===== src/logic/err_trk_pkg.sv =====
`default_nettype none

package err_trk_pkg;

	// lane geometry
	localparam int lanes_per_group = 16;
	localparam int num_lanes = 3 * lanes_per_group;
	localparam int err_bits = 8; // sample and error width

	// capture memory
	localparam int addr_bits = 6;
	localparam logic [addr_bits-1:0] max_addr = '1;
	localparam int frame_bits = 144;
	localparam int frames_per_capture = 4;
	localparam int chunk_count = 5; // 32-bit chunks per word on readback

	// threshold flags kept in frame 3
	localparam int sd_first_lane = 8;
	localparam int sd_lane_count = 24;

	// slicer levels
	localparam int slice_target = 32; // ideal eye magnitude
	localparam int sd_threshold = 12;

	typedef enum logic [1:0] {
		trk_ready,
		trk_store,
		trk_done
	} trk_state_t;

endpackage : err_trk_pkg

`default_nettype wire


===== src/logic/lane_slicer.sv =====
`timescale 1ns/1ps
`default_nettype none

module lane_slicer (
	input wire logic clk,
	input wire logic rstb,
	input wire logic signed [err_trk_pkg::err_bits-1:0] samples [err_trk_pkg::num_lanes],
	input wire logic trigger,
	output logic [err_trk_pkg::num_lanes-1:0] bitstream,
	output logic signed [err_trk_pkg::err_bits-1:0] errors [err_trk_pkg::num_lanes],
	output logic [1:0] sd_flags [err_trk_pkg::num_lanes],
	output logic cap_trigger
);

	logic [err_trk_pkg::num_lanes-1:0] bit_d;
	logic signed [err_trk_pkg::err_bits:0] diff [err_trk_pkg::num_lanes]; // one extra bit
	logic signed [err_trk_pkg::err_bits-1:0] err_d [err_trk_pkg::num_lanes];
	logic [1:0] flag_d [err_trk_pkg::num_lanes];

	always_comb begin
		for (int i = 0; i < err_trk_pkg::num_lanes; i++) begin
			bit_d[i] = ~samples[i][err_trk_pkg::err_bits-1]; // positive sample is a one
			if (bit_d[i])
				diff[i] = samples[i] - $signed((err_trk_pkg::err_bits+1)'(err_trk_pkg::slice_target));
			else
				diff[i] = samples[i] + $signed((err_trk_pkg::err_bits+1)'(err_trk_pkg::slice_target));

			// clamp when the two top bits disagree
			if (diff[i][err_trk_pkg::err_bits] != diff[i][err_trk_pkg::err_bits-1])
				err_d[i] = diff[i][err_trk_pkg::err_bits] ?
					{1'b1, {(err_trk_pkg::err_bits-1){1'b0}}} :
					{1'b0, {(err_trk_pkg::err_bits-1){1'b1}}};
			else
				err_d[i] = diff[i][err_trk_pkg::err_bits-1:0];

			flag_d[i][1] = (err_d[i] > err_trk_pkg::sd_threshold); // above the eye
			flag_d[i][0] = (err_d[i] < -err_trk_pkg::sd_threshold); // below the eye
		end
	end

	always_ff @(posedge clk) begin
		bitstream <= bit_d;
		errors <= err_d;
		sd_flags <= flag_d;
	end

	always_ff @(posedge clk or negedge rstb) begin
		if (!rstb) begin
			cap_trigger <= 1'b0;
		end else begin
			cap_trigger <= trigger; // same latency as the slicer outputs
		end
	end

endmodule : lane_slicer

`default_nettype wire


===== config.mk =====
export PLATFORM = sky130hd
export DESIGN_NAME = lane_slicer
export DESIGN_NICKNAME = d
export VERILOG_FILES = /design/src/logic/err_trk_pkg.sv /design/src/logic/lane_slicer.sv
export SDC_FILE = /design/constraint.sdc
export NUM_CORES = 1
export LEC_CHECK = 0
export BUFFER_PORTS_ARGS = -buffer_cell sky130_fd_sc_hd__buf_4
export CAP_MARGIN = 25
export CORE_AREA = 3 3 356 358
export CTS_CLUSTER_SIZE = 24
export DETAILED_ROUTE_END_ITERATION = 12
export DIE_AREA = 0 0 359 361
export SLEW_MARGIN = 20
export SYNTH_ARGS = -nofsm -noshare
export SYNTH_HDL_FRONTEND = slang
export SYNTH_SLANG_ARGS = --single-unit

===== constraint.sdc =====
create_clock -name clk -period 0.8 [get_ports clk]
set_input_delay 0.04 -clock clk [delete_from_list [all_inputs] [get_ports clk]]
set_output_delay 0.04 -clock clk [all_outputs]
set_load 0.05 [all_outputs]

==> run summary <==
Leaving out fill and tap cells, the most frequent cell in the layout is sky130_fd_sc_hd__buf_4. In this run the horizontal extent of the chip is 359 um. On the worst path, the slowest cell contributes a delay of 0.43 ns. The buffering stage count on the worst path with inverters included is 1. In this run the worst hold path is classified as primary input to register.

After detailed routing, the average wire length per cell comes to 23.8 um. The post-synthesis cell type with the largest combined area was sky130_fd_sc_hd__dfxtp_1. The logs give 14333 for the overall via count from detail_route and 80.2 mm for the detailed-placement wirelength estimate. The synthesized-area fraction occupied by adder cells is 0.0688. Pin count of the biggest net entering global routing: 14. For this design the top-level I/O count stands at 916. Derived from the worst setup path, the maximum achievable clock frequency is 0.788 GHz. Peak fanout along the critical path: 1. For the worst supply voltage drop on vdd, the log shows 1.76 mV.

The placeable core region is 124000 um^2, and the arrival time reported for the critical path endpoint is 1.23 ns. The run gives 0.113 as the effective utilization at floorplan. The family with the most delay on the worst path is flip-flops. The via-per-instance ratio is 3.36, and the number of iterations in the first detailed-routing pass is 4. The tools report the number of levels in the clock H-tree as 3.

The mean instance size in the synthesized netlist was 13.8 um^2; the share of the cycle needed by the critical path after routing was 1.59. No sink is reached through more buffers than the 3 on the longest clock path. The die is 361 um tall. After floorplanning, the core was divided into 129 placement rows.

The signal on the critical path passes through buf_12. By area the synthesized netlist is led by sky130_fd_sc_hd__dfxtp_1 (76%), sky130_fd_sc_hd__fa_1 (6.9%), sky130_fd_sc_hd__inv_1 (6.5%). The leakage power is 0.0159 uW, and the mux share of post-synthesis cell area is 0. The root buffer cell chosen for the clock tree is sky130_fd_sc_hd__clkbuf_16. The logs give 24 for the initial antenna violation count and 14000 um^2 for the synthesized cell area. The hold violation count in the final report is 173, and the total number of clock tree sinks is 529.

The worst hold path begins at samples[158]. The power density normalized to cell area works out to 2350 nW/um^2. The slowest stage of the critical path belongs to the cell sky130_fd_sc_hd__dfxtp_4. TritonCTS built the clock tree. After detailed routing, the total wire length is 102 mm. OpenSTA, run right after detailed placement, puts the worst setup slack at -0.471 ns. The run gives 130000 um^2 as the floorplan die area. The run gives -0.469 ns as the minimum setup slack in the final design. From synthesis to final layout, the design area changed by 158%.

The checks that failed: hold timing, setup timing. The logs give 0.76 ns for the required time at the worst-slack endpoint and 0 for the post-route antenna net violation count. In this run, the number of DRC markers left after iteration 0 of detailed routing was 765. The DRC violation count after routing is 0.

In the final design database the tool counted 3003 nets. The share of cells above drive strength 1 was 0.690. STA classifies the critical path endpoint as an output pin. Setup repair after global routing could not meet its margin everywhere.

Largest family of logic cells by synthesized area: compound AO/OA/AOI/OAI gates. The portion of the post-synthesis area used by sequential elements was 0.759. The worst setup path is of the register to output pin kind.

The via count of the first global-routing pass was 15936. The synthesized netlist contains 8 unique library cells. STA classifies the critical path startpoint as a register. The number of failing setup endpoints in the final timing report is 690. In this run the worst setup path begins at errors[285]. The number of storage elements in the synthesis netlist is 529, and the count of input and output buffers is 915. In the layout the commonest cells are sky130_fd_sc_hd__buf_4 (533), sky130_fd_sc_hd__dfxtp_2 (510), sky130_fd_sc_hd__dlygate4sd3_1 (425). The flow ran to the end, but the final reports show violations. For the remaining global-route overflow, the log shows 0. The worst path needs 1.27 ns of the cycle, external delays included. The transition time at the pin with the least slew margin is 0.486 ns, and the total power draw is 84400 uW. The tools report the count of pins over their slew limit as 0.

The Yosys warning count came out at 0. In this run, CTS created clock tree buffers numbering 68. The share of synthesized cell area in and, or, nand and nor gates came out at 0.0129. Across the run, the number of max-cap violations was 0.

The share of the synthesized area in compound gates (AO/OA/AOI/OAI) was 0.0947; the tightest hold margin was -0.214 ns. In the synthesized netlist, the number of instances is 1009. The logs give 0.152 for the total global routing track utilization and 1.02 for the last weighted congestion value of the routability-driven placer. Counting every net in the synthesized netlist gives 1444. The area share of the largest cell type after synthesis was 0.757; the worst slew slack as a fraction of its limit was 0.675. The xor and xnor fraction of the mapped netlist area was 0; the CTS clock-pin slew for the worst setup and hold paths was 0.06 ns. The first global-routing pass estimated 134 mm of wire.
==> cell usage after synthesis, drive strengths merged <==
cell type,instances
dfxtp,528
inv,240
a41oi,48
fa,48
nor2,48
o211ai,48
o41a,48
dfrtp,1
==> registers in the layout, summed over array words and instances, names as in the netlist <==
name and flops:
errors 384, bitstream 48, sd_flags 96, cap_trigger 1
==> per-stage QoR <==
stage / cells / cell area [um^2] / TNS (ns) / util / hold slack, ns
floorplan: 1009 / 14000 / -13.01 / - / -0.256
global placement: 3709 / 24000 / -42.44 / 0.194 / -0.174
detailed placement: 3709 / 24000 / -44.04 / 0.194 / -0.177
CTS: 4254 / 35700 / -257.44 / 0.288 / -0.291
global route: 4262 / 36000 / -258.13 / 0.291 / -0.241
finish: 4266 / 36000 / -225.38 / 0.291 / -0.214
==> where the power goes <==
part / switching [uW] / total [uW] / internal [uW]
registers: 1500 / 30300 / 28800
clock network: 13300 / 32400 / 19100
logic: 11900 / 21800 / 9810
total: 26700 / 84400 / 57700
==> per-layer routing <==
| metal | wire length [um] | GRT usage | share of wire |
|---|---|---|---|
| met4 | 3820 | 0.0576 | 0.038 |
| met2 | 49000 | 0.256 | 0.48 |
| met1 | 35900 | 0.160 | 0.35 |
| met5 | 36 | 0 | 0.00035 |
| met3 | 12800 | 0.0807 | 0.13 |
==> logic make-up after synthesis <==
group,count (synthesis)
buffers and inverters,240
AND/OR/NAND/NOR,48
AO/OA/AOI/OAI,144
adder cells (fa/ha/maj),48
flip-flops,529
==> cell type report <==
| cell class | instances | area [um^2] |
|---|---|---|
| flip-flops and latches | 529 | 11300 |
| clock inverters | 35 | 452 |
| clock buffers | 86 | 1910 |
| repair buffers | 1489 | 16800 |
| multi-input cells | 240 | 2490 |
| fillers | 12278 | 87700 |
| diodes | 10 | 25.0 |
| well taps | 1637 | 2050 |
| inverters | 240 | 901 |
==> path summary, 6_finish.rpt <==
path | slack (ns) | end | cells after the start
max in group asynchronous | 0.36 | cap_trigger | 3
setup / recovery | -0.47 | errors[285] | 1
hold / removal | -0.21 | errors[159] | 3
min in group asynchronous | 0.32 | cap_trigger | 3
==> timing repair <==
item                                     CTS  global route
pin swaps                                  0            47
setup buffers                              0             4
hold endpoints to repair                 530           290
hold buffers                             425            98
endpoints found under the setup margin   529           685
gates resized for setup                 1655           120
Note: power is estimated with default switching activity, not from simulation.
