**src/logic/err_trk_pkg.sv**
```systemverilog
`default_nettype none

package err_trk_pkg;

	// lane geometry
	localparam int lanes_per_group = 16;
	localparam int num_lanes = 3 * lanes_per_group;
	localparam int err_bits = 8; // sample and error width

	// capture memory
	localparam int addr_bits = 6;
	localparam logic [addr_bits-1:0] max_addr = '1;
	localparam int frame_bits = 144;
	localparam int frames_per_capture = 4;
	localparam int chunk_count = 5; // 32-bit chunks per word on readback

	// threshold flags kept in frame 3
	localparam int sd_first_lane = 8;
	localparam int sd_lane_count = 24;

	// slicer levels
	localparam int slice_target = 32; // ideal eye magnitude
	localparam int sd_threshold = 12;

	typedef enum logic [1:0] {
		trk_ready,
		trk_store,
		trk_done
	} trk_state_t;

endpackage : err_trk_pkg

`default_nettype wire

```
**src/logic/error_tracker_debug_intf.sv**
```systemverilog
`timescale 1ns/1ps
`default_nettype none

interface error_tracker_debug_intf;

	logic [err_trk_pkg::addr_bits-1:0] addr; // read address while done
	logic read; // stop request
	logic enable; // re-arm request
	logic [err_trk_pkg::frame_bits-1:0] rd_frame; // memory output word

	modport tracker (
		input addr,
		input read,
		input enable,
		output rd_frame
	);

	modport reader (
		output addr,
		output read,
		output enable,
		input rd_frame
	);

endinterface : error_tracker_debug_intf

`default_nettype wire

```
**src/logic/frame_reader.sv**
```systemverilog
`timescale 1ns/1ps
`default_nettype none

module frame_reader (
	input wire logic clk,
	input wire logic rstb,
	input wire logic [err_trk_pkg::addr_bits-1:0] rd_addr,
	input wire logic [2:0] rd_chunk,
	input wire logic rd_req,
	input wire logic rearm,
	output logic [31:0] rd_data,
	error_tracker_debug_intf.reader dbg
);

	logic [2:0] chunk_q; // lines up with the memory read latency
	logic [31:0] slice_d;

	assign dbg.addr = rd_addr;
	assign dbg.read = rd_req;
	assign dbg.enable = rearm;

	always_comb begin
		if (chunk_q == 3'(err_trk_pkg::chunk_count - 1))
			slice_d = {dbg.rd_frame[err_trk_pkg::frame_bits-1:128], 16'h0000}; // short top chunk
		else if (chunk_q < 3'(err_trk_pkg::chunk_count - 1))
			slice_d = dbg.rd_frame[chunk_q*32 +: 32];
		else
			slice_d = '0;
	end

	always_ff @(posedge clk or negedge rstb) begin
		if (!rstb) begin
			chunk_q <= '0;
			rd_data <= '0;
		end else begin
			chunk_q <= rd_chunk;
			rd_data <= slice_d;
		end
	end

endmodule : frame_reader

`default_nettype wire

```
**src/flat_wrapper.sv**
```systemverilog
// flat-port wrapper written by rule: the top's interface ports become plain ports
module frame_reader_flat 
  (clk, rstb, rd_addr, rd_chunk, rd_req, rearm, rd_data, dbg_addr, dbg_read, dbg_enable, dbg_rd_frame);
  error_tracker_debug_intf dbg_i ();
  input wire logic clk;
  input wire logic rstb;
  input wire logic [err_trk_pkg::addr_bits-1:0] rd_addr;
  input wire logic [2:0] rd_chunk;
  input wire logic rd_req;
  input wire logic rearm;
  output logic [31:0] rd_data;
  output wire logic [$bits(dbg_i.addr)-1:0] dbg_addr;
  output wire logic [$bits(dbg_i.read)-1:0] dbg_read;
  output wire logic [$bits(dbg_i.enable)-1:0] dbg_enable;
  input wire logic [$bits(dbg_i.rd_frame)-1:0] dbg_rd_frame;
  assign dbg_addr = dbg_i.addr;
  assign dbg_read = dbg_i.read;
  assign dbg_enable = dbg_i.enable;
  assign dbg_i.rd_frame = dbg_rd_frame;
  frame_reader u_core (.clk(clk), .rstb(rstb), .rd_addr(rd_addr), .rd_chunk(rd_chunk), .rd_req(rd_req), .rearm(rearm), .rd_data(rd_data), .dbg(dbg_i));
endmodule
```
**config.mk**
```make
export PLATFORM = sky130hd
export DESIGN_NAME = frame_reader_flat
export DESIGN_NICKNAME = d
export VERILOG_FILES = /design/src/logic/err_trk_pkg.sv /design/src/logic/error_tracker_debug_intf.sv /design/src/logic/frame_reader.sv /design/src/flat_wrapper.sv
export SDC_FILE = /design/constraint.sdc
export NUM_CORES = 1
export LEC_CHECK = 0
export ABC_AREA = 1
export BUFFER_PORTS_ARGS = -buffer_cell sky130_fd_sc_hd__buf_2
export CAP_MARGIN = 40
export CORE_MARGIN = 2
export CORE_UTILIZATION = 43
export CTS_CLUSTER_SIZE = 28
export DETAILED_ROUTE_END_ITERATION = 10
export PLACE_DENSITY = 0.87
export REMOVE_ABC_BUFFERS = 1
export SLEW_MARGIN = 20
export SYNTH_ARGS = -nofsm -noshare
export SYNTH_HDL_FRONTEND = slang
export SYNTH_SLANG_ARGS = --single-unit
```
**constraint.sdc**
```tcl
create_clock -name clk -period 2.2 [get_ports clk]
set_input_delay 0.33 -clock clk [delete_from_list [all_inputs] [get_ports clk]]
set_output_delay 0.33 -clock clk [all_outputs]
set_load 0.02 [all_outputs]
```
==> impl_metrics.json <==
{
  "ys_seq_area_share_pct": 35.4,
  "status": "completed",
  "drc": 0,
  "antenna_found_initial": 0,
  "drv_slew": 0,
  "fmax_mhz": 663,
  "ys_seq_elements": 35,
  "p_seq_share_pct": 37.8,
  "ant_nets": 0,
  "critPathLaunchType": "flop",
  "area_growth_pct": 38.5,
  "multi_input_area_mm2": 0.00110,
  "vdd_drop_max_uv": 299,
  "place_congestion": 0.808,
  "clkPwrFrac_pct": 35.8,
  "cts_setup_buffers": 0,
  "n_antenna_cell": 0,
  "cts.path.max_buffers": 2,
  "hold_viol_final": 0,
  "power_frac_comb_pct": 26.4,
  "reg2reg_setup_slack_ns": 0.69,
  "cts_tree": "done",
  "rsz0062_at_grt": "false",
  "cp.required_ns": 2.36,
  "setup_viol": 0,
  "htree_levels": 2,
  "yosys_warnings": 0,
  "muxShareOfSynthArea_pct": 0,
  "crit_fanout": 34,
  "clk_latency_ns": 0.27,
  "synth_xor_area_share_pct": 0,
  "overflow": 0,
  "clk_pin_slew_ns": 0.07,
  "core-area_mm2": 0.00554,
  "netlist.area_leader.share_pct": 35.4,
  "setup_ws_ns": 0.692,
  "cts_made_buffers": 5,
  "drt_wl_total_um": 7370,
  "worstMarginPinSlew_ns": 0.658,
  "grt_usage_pct": 22.8,
  "p_per_area_mw_per_mm2": 549,
  "drt_iter0_markers": 134,
  "intPower_mw": 1.36,
  "crit_chain": "inv_2 -> buf_12 -> nand2_1 -> nand3_1 -> a21oi_1",
  "critical_path_arrival_ns": 1.66,
  "synth_area_mm2": 0.00247,
  "final.period_utilization_pct": 68.5,
  "fin_util_pct": 61.8,
  "p_sw_share_pct": 27.7,
  "grt_pass1_wl_um": 11500,
  "fp.dieW_um": 79.8,
  "regArea_um2": 877,
  "synth-simple-area-share_pct": 41.2,
  "syn-instance-count": 391,
  "synth_cell_types": 11,
  "synth_top_family_by_area": "simple AND/OR/NAND/NOR gates",
  "clock_sinks": 35,
  "post_route_cells_drive_above_1_share_pct": 35.9,
  "nNetsFinal": 711,
  "slowest_stage": "dfrtp_2",
  "ioPinCount": 197,
  "fillers": 530,
  "clock_skew_ns": 0.00289,
  "hold_path_class": "in2async",
  "grt_max_degree": 35,
  "synth-compound-area-share_pct": 3.24,
  "p_switching_uw": 520,
  "cp-end-kind": "flop",
  "num_vias": 2994,
  "dp_hpwl_um": 5820,
  "p_leak_nw": 2.21,
  "ctsHoldBuffers": 0,
  "grt_pass1_vias": 2806,
  "crit_type": "reg2reg",
  "core.rowCount": 27,
  "cap_violations": 0,
  "finalWorstPathRequiredPeriod_ns": 1.51,
  "start_util_pct": 44.6,
  "cts-resized-gates": 0,
  "synthTopCellsByArea": "dfrtp_1 (35%), nand2_1 (24%), nand3_1 (16%), inv_1 (9.9%), buf_6 (4.1%)",
  "viasPerCell": 4.78,
  "portBuffers": 180,
  "wl_per_cell_um": 11.7,
  "relSlewSlack_pct": 56.0,
  "cts-root-buf": "clkbuf_8",
  "drt-pass1-iter-count": 4,
  "timing.hold.ws_ns": 0.00882,
  "die_y_um": 79.8,
  "critPathMaxStageDelay_ns": 0.48,
  "pre_cts_ws_ns": 0.716,
  "finalSetupTns_ns": 0,
  "synth_fa_ha_area_share_pct": 0,
  "synth_area_per_cell_um2": 6.32,
  "die-area_mm2": 0.00637,
  "yosysTopAreaCell": "dfrtp_1"
}
## per-stage QoR
stage          std cells  power [mW]  cell area (µm²)
3_3_place_gp         619        1.21             3290
2_1_floorplan        359       0.968             2220
5_1_grt              627        1.99             3420
3_5_place_dp         619        1.22             3290
6_report             627        1.88             3420
4_1_cts              627        1.90             3420
## power by group through the flow
stage          clock [mW]  combinational [mW]  sequential, mW
2_1_floorplan           0               0.165           0.803
3_3_place_gp            0               0.487           0.722
3_5_place_dp            0               0.496           0.723
4_1_cts             0.688               0.498           0.710
5_1_grt             0.719               0.555           0.715
6_report            0.671               0.496           0.710
## per-layer routing
layer  part of all wire [%]  global-route usage (%)  vias up
li1                       -                       -     1497
met1                     36                    23.5     1324
met2                     52                    42.9      153
met3                    8.6                    6.00       20
met4                    2.5                    10.0        0
met5                      0                       0        -
## logic make-up after synthesis
logic type / count (synthesis)
simple gates: 241
buf+inv: 99
flops: 35
compound gates: 16
## sequential cells by signal, indices dropped and copies added (netlist names)
name / count
u_core.chunk_q: 3
u_core.rd_data: 32
## worst max-delay path: cells and delay by family (launching register included)
family,cells,cell delay (ns)
AOI/OAI and AO/OA,1,0.08
buffers and inverters,2,0.65
DFF,1,0.48
and+or+nand+nor,2,0.16
## cell usage after synthesis
library cell and number:
inv_2 2, buf_4 13, nor3_4 1, nand3_1 80
dfrtp_1 35, buf_2 8, clkbuf_1 2, buf_6 9
nand2_1 160, inv_1 65, a21oi_1 16
## cell type report
| class | instances | area share (%) |
|---|---|---|
| Inverter | 67 | 7.35 |
| Clock buffer | 6 | 2.12 |
| Tap cell | 72 | 2.63 |
| Timing Repair Buffer | 188 | 28.4 |
| Sequential cell | 35 | 25.6 |
| Clock inverter | 2 | 1.76 |
| Multi-Input combinational cell | 257 | 32.1 |
## cells in the final DEF, fill, tap and decap left out, drive strengths merged
cell type	synthesis	final
a21oi	16	16
buf	30	188
bufinv	0	2
clkbuf	2	6
dfrtp	35	35
inv	67	67
nand2	160	160
nand3	80	80
nor3	1	1
## final timing paths
check | startpoint | cells past startpoint | to
min in group clk | rd_chunk[1] | 1 | u_core.chunk_q[1]
hold / removal | rstb | 1 | u_core.rd_data[2]
setup / recovery | u_core.chunk_q[0] | 5 | u_core.rd_data[13]
hold reg to reg | u_core.chunk_q[2] | 2 | u_core.rd_data[7]
max in group asynchronous | rstb | 2 | u_core.chunk_q[2]
setup reg to reg | u_core.chunk_q[0] | 5 | u_core.rd_data[13]
Power figures use the tool's default switching activity.
